## config.mk

```make
export PLATFORM = sky130hd
export DESIGN_NAME = instr_realigner
export DESIGN_NICKNAME = d
export VERILOG_FILES = /design/src/realign_pkg.sv /design/src/exc_pkg.sv /design/src/parcel_decode.sv /design/src/unaligned_buffer.sv /design/src/realign_ctrl.sv /design/src/instr_realigner.sv
export SDC_FILE = /design/constraint.sdc
export NUM_CORES = 1
export LEC_CHECK = 0
export BUFFER_PORTS_ARGS = -buffer_cell sky130_fd_sc_hd__buf_4
export CAP_MARGIN = 40
export CORE_AREA = 2 2 129 131
export DETAILED_ROUTE_END_ITERATION = 10
export DIE_AREA = 0 0 131 133
export PLACE_DENSITY = 0.6
export SLEW_MARGIN = 40
export SYNTH_ARGS = -nofsm -noshare
export SYNTH_HDL_FRONTEND = slang
export SYNTH_SLANG_ARGS = --single-unit
```

## constraint.sdc

```tcl
create_clock -name clk_i -period 5.21 [get_ports clk_i]
set_input_delay 0.521 -clock clk_i [delete_from_list [all_inputs] [get_ports clk_i]]
set_output_delay 0.521 -clock clk_i [all_outputs]
set_load 0.1 [all_outputs]
```

## src/realign_pkg.sv

```systemverilog
/* fetch words are 32-bit and word aligned, always two 16-bit parcels per word
   addresses are byte addresses, bit 0 is assumed zero */
package realign_pkg;

    // default address width, the top level can narrow it to 32
    parameter int unsigned XLEN = 64;

    // one RVC parcel
    parameter int unsigned PARCEL_W = 16;

    // fetch word and emitted instruction share this width
    parameter int unsigned WORD_W = 32;

    // lower and upper parcel only
    parameter int unsigned PARCELS_PER_WORD = 2;

    // single parcel as it sits in the fetch word
    typedef logic [PARCEL_W-1:0] parcel_t;

    // fetch word, or an instruction after realignment
    // compressed ones are zero extended into the upper half
    typedef logic [WORD_W-1:0] word_t;

    // which parcel of the current word is being served
    // 0 = lower, 1 = upper
    typedef logic [$clog2(PARCELS_PER_WORD)-1:0] parcel_idx_t;

    // low opcode bits of a 32-bit instruction
    // anything else in bits [1:0] marks a compressed one
    parameter logic [1:0] RVC_OPCODE_FULL = 2'b11;

endpackage

```

## src/exc_pkg.sv

```systemverilog
/* only the fetch side causes are listed here */
package exc_pkg;

    // mcause sized for RV64, upper bits stay zero
    typedef logic [63:0] cause_t;

    // no exception pending
    parameter cause_t CAUSE_NONE = 64'd0;

    // page fault on instruction fetch
    // tval then carries the faulting instruction address
    parameter cause_t CAUSE_INSTR_PAGE_FAULT = 64'd12;

endpackage

```

## src/parcel_decode.sv

```systemverilog
/* purely combinational, looks at the word held by the fetch queue
   pending_i must reflect a buffered upper half from the previous word */
`timescale 1ns/1ps

module parcel_decode import realign_pkg::*; (
    // bit 1 of the fetch address, set after a jump to a half word
    input  logic                        fetch_addr_bit1_i,
    input  word_t                       fetch_data_i,
    // taken prediction per parcel
    input  logic [PARCELS_PER_WORD-1:0] fetch_taken_i,
    // a word crossing half is waiting in the buffer
    input  logic                        pending_i,
    output logic                        lo_emit_o,
    output logic                        lo_full_o,
    output logic                        hi_emit_o,
    output logic                        hi_stash_o
);

    parcel_t lo_parcel;
    parcel_t hi_parcel;
    logic    lo_comp;
    logic    hi_comp;
    logic    hi_blocked;

    // split the word
    assign lo_parcel = fetch_data_i[PARCEL_W-1:0];
    assign hi_parcel = fetch_data_i[WORD_W-1:PARCEL_W];

    // RVC check on the opcode bits
    assign lo_comp = (lo_parcel[1:0] != RVC_OPCODE_FULL);
    assign hi_comp = (hi_parcel[1:0] != RVC_OPCODE_FULL);

    // full aligned 32-bit instruction in this word
    // with a pending half the lower parcel is the tail of that one instead
    assign lo_full_o = ~fetch_addr_bit1_i & ~pending_i & ~lo_comp;

    // lower parcel always starts something or finishes the buffered half
    // skipped entirely on a half word start
    assign lo_emit_o = ~fetch_addr_bit1_i;

    // upper parcel is dead when
    //   the lower one is predicted taken
    //   it is just the second half of an aligned full instruction
    assign hi_blocked = (lo_emit_o & fetch_taken_i[0]) | lo_full_o;

    // compressed upper parcel, served on its own
    assign hi_emit_o = ~hi_blocked & hi_comp;

    // start of a word crossing instruction, goes to the buffer
    assign hi_stash_o = ~hi_blocked & ~hi_comp;

endmodule

```

## src/unaligned_buffer.sv

```systemverilog
/* holds one upper half of a word crossing instruction
   load wins over consume, flush wins over both */
`timescale 1ns/1ps

module unaligned_buffer import realign_pkg::*; #(
    parameter int unsigned ADDR_W = XLEN
) (
    input  logic              clk_i,
    input  logic              rst_ni,
    input  logic              flush_i,
    // capture the upper parcel of the current word
    input  logic              load_i,
    // buffered half was joined or thrown away
    input  logic              consume_i,
    input  parcel_t           parcel_i,
    // address of the current fetch word
    input  logic [ADDR_W-1:0] addr_i,
    output logic              pending_o,
    output parcel_t           parcel_o,
    output logic [ADDR_W-1:0] addr_o
);

    logic              pending_q;
    parcel_t           parcel_q;
    logic [ADDR_W-1:0] addr_q;
    logic [ADDR_W-1:0] half_addr;

    // the stored half always sits at word address + 2
    assign half_addr = {addr_i[ADDR_W-1:2], 2'b10};

    // valid flag
    always_ff @(posedge clk_i) begin
        if (!rst_ni || flush_i) begin
            pending_q <= 1'b0;
        end else if (load_i) begin
            pending_q <= 1'b1;
        end else if (consume_i) begin
            pending_q <= 1'b0;
        end
    end

    // payload, only meaningful while pending
    always_ff @(posedge clk_i) begin
        if (load_i) begin
            parcel_q <= parcel_i;
            addr_q   <= half_addr;
        end
    end

    assign pending_o = pending_q;
    assign parcel_o  = parcel_q;
    assign addr_o    = addr_q;

endmodule

```

## src/realign_ctrl.sv

```systemverilog
/* upstream must hold the word stable until fetch_ack_o, all outputs are combinational
   state only moves on an accepted transfer, a stash only word or a flush */
`timescale 1ns/1ps

module realign_ctrl import realign_pkg::*, exc_pkg::*; #(
    parameter int unsigned ADDR_W = XLEN
) (
    input  logic                        clk_i,
    input  logic                        rst_ni,
    input  logic                        flush_i,
    // fetch queue side
    input  logic                        fetch_valid_i,
    input  logic [ADDR_W-1:0]           fetch_addr_i,
    input  word_t                       fetch_data_i,
    input  logic [PARCELS_PER_WORD-1:0] fetch_taken_i,
    input  logic                        fetch_page_fault_i,
    output logic                        fetch_ack_o,
    // decoder side
    output logic                        instr_valid_o,
    output word_t                       instr_o,
    output logic [ADDR_W-1:0]           instr_addr_o,
    output logic                        bp_valid_o,
    output logic                        ex_valid_o,
    output cause_t                      ex_cause_o,
    output logic [ADDR_W-1:0]           ex_tval_o,
    input  logic                        instr_ack_i,
    // parcel classification
    input  logic                        lo_emit_i,
    input  logic                        lo_full_i,
    input  logic                        hi_emit_i,
    input  logic                        hi_stash_i,
    // buffered upper half
    input  logic                        pending_i,
    input  parcel_t                     pend_parcel_i,
    input  logic [ADDR_W-1:0]           pend_addr_i,
    output logic                        load_o,
    output logic                        consume_o
);

    parcel_idx_t       idx_d;
    parcel_idx_t       idx_q;
    parcel_t           lo_parcel;
    parcel_t           hi_parcel;
    logic [ADDR_W-1:0] word_addr;
    logic [ADDR_W-1:0] hi_addr;
    logic              serve_hi;
    logic              more_left;
    logic              accept;

    assign lo_parcel = fetch_data_i[PARCEL_W-1:0];
    assign hi_parcel = fetch_data_i[WORD_W-1:PARCEL_W];
    assign word_addr = {fetch_addr_i[ADDR_W-1:2], 2'b00};
    assign hi_addr   = {fetch_addr_i[ADDR_W-1:2], 2'b10};

    // upper parcel is up once the lower is done, or when the lower is skipped
    assign serve_hi  = (idx_q == parcel_idx_t'(1)) | ~lo_emit_i;
    // second compressed instruction still waiting in this word
    assign more_left = ~serve_hi & hi_emit_i;
    assign accept    = instr_valid_o & instr_ack_i;

    // output selection
    always_comb begin
        if (serve_hi) begin
            // compressed upper parcel
            instr_valid_o = fetch_valid_i & hi_emit_i;
            instr_o       = {{PARCEL_W{1'b0}}, hi_parcel};
            instr_addr_o  = hi_addr;
            bp_valid_o    = fetch_taken_i[1];
        end else if (pending_i) begin
            // buffered half plus lower parcel, ends in this word
            instr_valid_o = fetch_valid_i & lo_emit_i;
            instr_o       = {lo_parcel, pend_parcel_i};
            instr_addr_o  = pend_addr_i;
            bp_valid_o    = fetch_taken_i[0];
        end else if (lo_full_i) begin
            // aligned 32-bit, ends in the upper parcel
            instr_valid_o = fetch_valid_i & lo_emit_i;
            instr_o       = fetch_data_i;
            instr_addr_o  = word_addr;
            bp_valid_o    = fetch_taken_i[1];
        end else begin
            // compressed lower parcel
            instr_valid_o = fetch_valid_i & lo_emit_i;
            instr_o       = {{PARCEL_W{1'b0}}, lo_parcel};
            instr_addr_o  = word_addr;
            bp_valid_o    = fetch_taken_i[0];
        end
    end

    // acknowledges and next index
    always_comb begin
        idx_d       = idx_q;
        fetch_ack_o = 1'b0;
        load_o      = 1'b0;
        if (more_left) begin
            // keep the word, move on to the upper parcel
            if (accept) begin
                idx_d = parcel_idx_t'(1);
            end
        end else if (instr_valid_o) begin
            // last instruction of the word
            fetch_ack_o = accept;
            load_o      = accept & hi_stash_i;
            if (accept) begin
                idx_d = parcel_idx_t'(0);
            end
        end else begin
            // half word start into a 32-bit instruction, nothing to emit yet
            fetch_ack_o = fetch_valid_i & hi_stash_i;
            load_o      = fetch_ack_o;
        end
        // any word leaving with a half buffered has joined or dropped it
        consume_o = fetch_ack_o & pending_i;
    end

    always_ff @(posedge clk_i) begin
        if (!rst_ni || flush_i) begin
            idx_q <= parcel_idx_t'(0);
        end else begin
            idx_q <= idx_d;
        end
    end

    // fault belongs to the word, tval is the address actually emitted
    assign ex_valid_o = instr_valid_o & fetch_page_fault_i;
    assign ex_cause_o = ex_valid_o ? CAUSE_INSTR_PAGE_FAULT : CAUSE_NONE;
    assign ex_tval_o  = instr_addr_o;

endmodule

```

## src/instr_realigner.sv

```systemverilog
/* sits between fetch queue and decoder, one instruction per accepted handshake
   fetch words must be 32-bit aligned, a half word start is marked by address bit 1 */
`timescale 1ns/1ps

module instr_realigner import realign_pkg::*, exc_pkg::*; #(
    parameter int unsigned ADDR_W = XLEN
) (
    input  logic                        clk_i,
    input  logic                        rst_ni,
    input  logic                        flush_i,
    // from fetch queue
    input  logic                        fetch_valid_i,
    input  logic [ADDR_W-1:0]           fetch_addr_i,
    input  word_t                       fetch_data_i,
    input  logic [PARCELS_PER_WORD-1:0] fetch_taken_i,
    input  logic                        fetch_page_fault_i,
    output logic                        fetch_ack_o,
    // to decoder
    output logic                        instr_valid_o,
    output word_t                       instr_o,
    output logic [ADDR_W-1:0]           instr_addr_o,
    output logic                        bp_valid_o,
    output logic                        ex_valid_o,
    output cause_t                      ex_cause_o,
    output logic [ADDR_W-1:0]           ex_tval_o,
    input  logic                        instr_ack_i
);

    logic              lo_emit;
    logic              lo_full;
    logic              hi_emit;
    logic              hi_stash;
    logic              pending;
    parcel_t           pend_parcel;
    logic [ADDR_W-1:0] pend_addr;
    logic              load;
    logic              consume;

    // classify both parcels
    parcel_decode u_decode (
        .fetch_addr_bit1_i ( fetch_addr_i[1] ),
        .fetch_data_i      ( fetch_data_i    ),
        .fetch_taken_i     ( fetch_taken_i   ),
        .pending_i         ( pending         ),
        .lo_emit_o         ( lo_emit         ),
        .lo_full_o         ( lo_full         ),
        .hi_emit_o         ( hi_emit         ),
        .hi_stash_o        ( hi_stash        )
    );

    // upper half of a word crossing instruction
    unaligned_buffer #(
        .ADDR_W ( ADDR_W )
    ) u_buffer (
        .clk_i     ( clk_i                              ),
        .rst_ni    ( rst_ni                             ),
        .flush_i   ( flush_i                            ),
        .load_i    ( load                               ),
        .consume_i ( consume                            ),
        .parcel_i  ( fetch_data_i[WORD_W-1:PARCEL_W]    ),
        .addr_i    ( fetch_addr_i                       ),
        .pending_o ( pending                            ),
        .parcel_o  ( pend_parcel                        ),
        .addr_o    ( pend_addr                          )
    );

    realign_ctrl #(
        .ADDR_W ( ADDR_W )
    ) u_ctrl (
        .clk_i              ( clk_i              ),
        .rst_ni             ( rst_ni             ),
        .flush_i            ( flush_i            ),
        .fetch_valid_i      ( fetch_valid_i      ),
        .fetch_addr_i       ( fetch_addr_i       ),
        .fetch_data_i       ( fetch_data_i       ),
        .fetch_taken_i      ( fetch_taken_i      ),
        .fetch_page_fault_i ( fetch_page_fault_i ),
        .fetch_ack_o        ( fetch_ack_o        ),
        .instr_valid_o      ( instr_valid_o      ),
        .instr_o            ( instr_o            ),
        .instr_addr_o       ( instr_addr_o       ),
        .bp_valid_o         ( bp_valid_o         ),
        .ex_valid_o         ( ex_valid_o         ),
        .ex_cause_o         ( ex_cause_o         ),
        .ex_tval_o          ( ex_tval_o          ),
        .instr_ack_i        ( instr_ack_i        ),
        .lo_emit_i          ( lo_emit            ),
        .lo_full_i          ( lo_full            ),
        .hi_emit_i          ( hi_emit            ),
        .hi_stash_i         ( hi_stash           ),
        .pending_i          ( pending            ),
        .pend_parcel_i      ( pend_parcel        ),
        .pend_addr_i        ( pend_addr          ),
        .load_o             ( load               ),
        .consume_o          ( consume            )
    );

endmodule

```

==> metrics.txt <==
# TYPE chip_impl_metric gauge
chip_impl_metric{name="synth-edff-count",unit=""} 78
chip_impl_metric{name="drt-initial-drc-count",unit=""} 100
chip_impl_metric{name="postRouteAntennaNets",unit=""} 0
chip_impl_metric{name="synth_cell_types",unit=""} 36
chip_impl_metric{name="post_cts.repair.setup_buffers",unit=""} 0
chip_impl_metric{name="hold_viol_final",unit=""} 0
chip_impl_metric{name="setup_ws",unit="ps"} 2240
chip_impl_metric{name="p_per_area",unit="nW/um^2"} 352
chip_impl_metric{name="cts.hold.buffers_added",unit=""} 0
chip_impl_info{name="grt_setup_unrepaired",value="no"} 1
chip_impl_metric{name="maxClockFrequency",unit="GHz"} 0.337
chip_impl_metric{name="die_y",unit="microns"} 133
chip_impl_metric{name="seq_area",unit="sq um"} 2380
chip_impl_metric{name="skew",unit="ps"} 7.37
chip_impl_metric{name="layout.cell_area.non_filler",unit="sq um"} 6660
chip_impl_info{name="crit_path_start_kind",value="flop"} 1
chip_impl_metric{name="multi_input_comb_area",unit="sq um"} 1640
chip_impl_metric{name="synth_top_area_share",unit=""} 0.480
chip_impl_info{name="worstSetupPathType",value="flop to primary output"} 1
chip_impl_metric{name="finalCritPeriodShare",unit=""} 0.569
chip_impl_metric{name="design.portCount",unit=""} 332
chip_impl_metric{name="final_setup_violation_count",unit=""} 0
chip_impl_metric{name="average_detailed_routed_wire_length_per_instance",unit="microns"} 14.2
chip_impl_metric{name="utilization_after_layout",unit=""} 0.412
chip_impl_metric{name="viasPerCell",unit=""} 4.20
chip_impl_metric{name="route.vias.total",unit=""} 3427
chip_impl_metric{name="worstMarginPinSlew",unit="ps"} 572
chip_impl_info{name="synthTopCellsByArea",value="sky130_fd_sc_hd__edfxtp_1 48%, sky130_fd_sc_hd__buf_4 21%, sky130_fd_sc_hd__mux2_2 11%"} 1
chip_impl_metric{name="first_pass_grt_wire_length",unit="microns"} 16800
chip_impl_metric{name="slew_violations",unit=""} 0
chip_impl_info{name="run_status",value="completed"} 1
chip_impl_metric{name="cts-htree-levels",unit=""} 3
chip_impl_metric{name="worst_setup_slack_for_register_to_register_paths",unit="ps"} 2690
chip_impl_metric{name="number_of_optimization_iterations_in_the_first_detailed_route_pass",unit=""} 4
chip_impl_metric{name="cts_sinks",unit=""} 80
chip_impl_metric{name="insertion_delay",unit="ps"} 340
chip_impl_metric{name="cp_max_fo",unit=""} 39
chip_impl_metric{name="globalRoute.totalOverflow",unit=""} 0
chip_impl_metric{name="gr-usage-all-layers",unit=""} 0.125
chip_impl_info{name="postSynth.topFlopCell",value="sky130_fd_sc_hd__edfxtp_1"} 1
chip_impl_metric{name="dp_slack",unit="ps"} 2310
chip_impl_metric{name="via_count_of_the_first_global_routing_pass",unit=""} 3323
chip_impl_metric{name="initial_core_util",unit=""} 0.302
chip_impl_info{name="cts_root_buffer",value="sky130_fd_sc_hd__clkbuf_16"} 1
chip_impl_metric{name="synth.avg_cell_area",unit="sq um"} 12.5
chip_impl_metric{name="fillCellCount",unit=""} 1585
chip_impl_metric{name="arrival",unit="ps"} 2450
chip_impl_metric{name="netlist_area",unit="sq um"} 4880
chip_impl_metric{name="cts_resized",unit=""} 0
chip_impl_metric{name="synth_async_sr_flop_share",unit=""} 0
chip_impl_metric{name="fin_tns_setup",unit="ps"} 0
chip_impl_metric{name="grt_antenna_before_repair",unit=""} 0
chip_impl_info{name="tritoncts_clock_tree",value="done"} 1
chip_impl_metric{name="detailed_place.area",unit="sq um"} 6380
chip_impl_metric{name="remaining_drc_errors",unit=""} 0
chip_impl_metric{name="ys_seq_area_frac",unit=""} 0.488
chip_impl_metric{name="dieArea",unit="sq um"} 17400
chip_impl_metric{name="detail_route.wirelength",unit="microns"} 11600
chip_impl_info{name="most_frequent_cells_in_the_layout",value="268 x sky130_fd_sc_hd__buf_4, 78 x sky130_fd_sc_hd__edfxtp_1, 64 x sky130_fd_sc_hd__conb_1"} 1
chip_impl_metric{name="placementRows",unit=""} 47
chip_impl_info{name="synth_top_cell_by_area",value="sky130_fd_sc_hd__edfxtp_1"} 1
chip_impl_metric{name="critPathRequiredTime",unit="ps"} 4690
chip_impl_metric{name="postSynthRegisterBits",unit=""} 80
chip_impl_metric{name="core_region_area",unit="sq um"} 16200
chip_impl_metric{name="die_width",unit="microns"} 131
chip_impl_metric{name="power.total",unit="mW"} 2.34
chip_impl_metric{name="syn_to_final_growth",unit="%"} 36.5
chip_impl_metric{name="static-leakage-power",unit="nW"} 2.90
chip_impl_metric{name="portBuffers",unit=""} 266
chip_impl_metric{name="max_slew_margin",unit=""} 0.619
chip_impl_metric{name="drive_gt1_frac",unit=""} 0.570
chip_impl_metric{name="cts_buffers",unit=""} 9
chip_impl_info{name="setup.worst_path.end_class",value="primary output"} 1
chip_impl_metric{name="yosysWarningCount",unit=""} 0
chip_impl_info{name="most_frequent_standard_cell_in_the_layout_excluding_fill_and_tap_cells",value="sky130_fd_sc_hd__buf_4"} 1
chip_impl_metric{name="layout_min_cycle_time",unit="ps"} 2970
chip_impl_metric{name="n_antenna_cell",unit=""} 0
chip_impl_metric{name="peakVddDrop",unit="mV"} 0.168
chip_impl_metric{name="clk_transition_reported_paths",unit="ps"} 60
chip_impl_metric{name="netlist_instances",unit=""} 390
chip_impl_metric{name="cap_viol_max_count",unit=""} 0
chip_impl_metric{name="maximum_number_of_pins_on_one_net_before_global_route_repair",unit=""} 42
chip_impl_metric{name="finish.net_count",unit=""} 695
chip_impl_metric{name="cts-root-to-sink-buffers",unit=""} 2
chip_impl_metric{name="gp_congestion",unit=""} 0.826
chip_impl_metric{name="post-dp-hpwl",unit="microns"} 9080
chip_impl_info{name="hold_path_class",value="primary input to flop"} 1
[per-layer routing]
metal / share of wire / vias to the layer above / track usage
met4: 0.023 / 0 / 0.0603
met2: 0.54 / 185 / 0.228
met3: 0.078 / 15 / 0.0299
li1: - / 1606 / -
met5: 0 / - / 0
met1: 0.36 / 1621 / 0.132
[state kept, by name (all words and copies together) (netlist names)]
signal / cells
u_buffer.addr_o: 62
u_buffer.parcel_o: 16
u_buffer.pending_o: 1
u_ctrl.idx_q: 1
[power breakdown]
part / total [mW] / internal, mW / switching [mW] / leakage (nW)
sequential: 0.738 / 0.732 / 0.00595 / 0.726
combinational: 1.02 / 0.177 / 0.843 / 2.03
clock: 0.584 / 0.325 / 0.259 / 0.137
[stage by stage]
stage	cells	hold WS [ps]
2_1_floorplan	453	496
3_3_place_gp	797	530
3_5_place_dp	800	585
4_1_cts	816	339
5_1_grt	816	341
6_report	816	361
[cell usage after synthesis (3+ instances only)]
| master | n |
|---|---|
| sky130_fd_sc_hd__buf_4 | 134 |
| sky130_fd_sc_hd__edfxtp_1 | 78 |
| sky130_fd_sc_hd__mux2_2 | 47 |
| sky130_fd_sc_hd__o21ai_0 | 20 |
| sky130_fd_sc_hd__nand2_1 | 18 |
| sky130_fd_sc_hd__mux2i_1 | 16 |
| sky130_fd_sc_hd__a22o_1 | 15 |
| sky130_fd_sc_hd__mux2_1 | 15 |
| sky130_fd_sc_hd__buf_2 | 5 |
| sky130_fd_sc_hd__a21oi_1 | 4 |
| sky130_fd_sc_hd__and3_1 | 3 |
| sky130_fd_sc_hd__buf_6 | 3 |
| sky130_fd_sc_hd__inv_1 | 3 |
[layout make-up]
type	count	area share
Sequential cell	80	0.358
Timing Repair Buffer	271	0.311
Multi-Input combinational cell	225	0.246
Tap cell	220	0.0413
Clock buffer	10	0.0344
Clock inverter	6	0.00677
Inverter	4	0.00226
[final timing paths]
path	startpoint	end	cells after the start
max	u_ctrl.idx_q	instr_addr_o[39]	6
min	fetch_addr_i[12]	u_buffer.addr_o[12]	1
min reg2reg	u_ctrl.idx_q	u_ctrl.idx_q	2
max reg2reg	u_buffer.pending_o	u_buffer.addr_o[40]	5
[critical path: stages (launching register included)]
cell,delay (ps)
sky130_fd_sc_hd__dfxtp_1,350
sky130_fd_sc_hd__or2_4,430
sky130_fd_sc_hd__nor2_8,290
sky130_fd_sc_hd__buf_12,230
sky130_fd_sc_hd__buf_4,170
sky130_fd_sc_hd__mux2_2,360
sky130_fd_sc_hd__buf_4,240
[kinds of logic (layout without fill, tap and decap cells)]
group           after synthesis  count (layout)  share of synthesized area
mux                          78              78                      0.176
compound gates               45              45                     0.0613
other cells                   1              64                   0.000769
buf+inv                     148             291                      0.225
simple gates                 38              38                     0.0485
flops                        80              80                      0.488
Note: power is estimated with default switching activity, not from simulation.
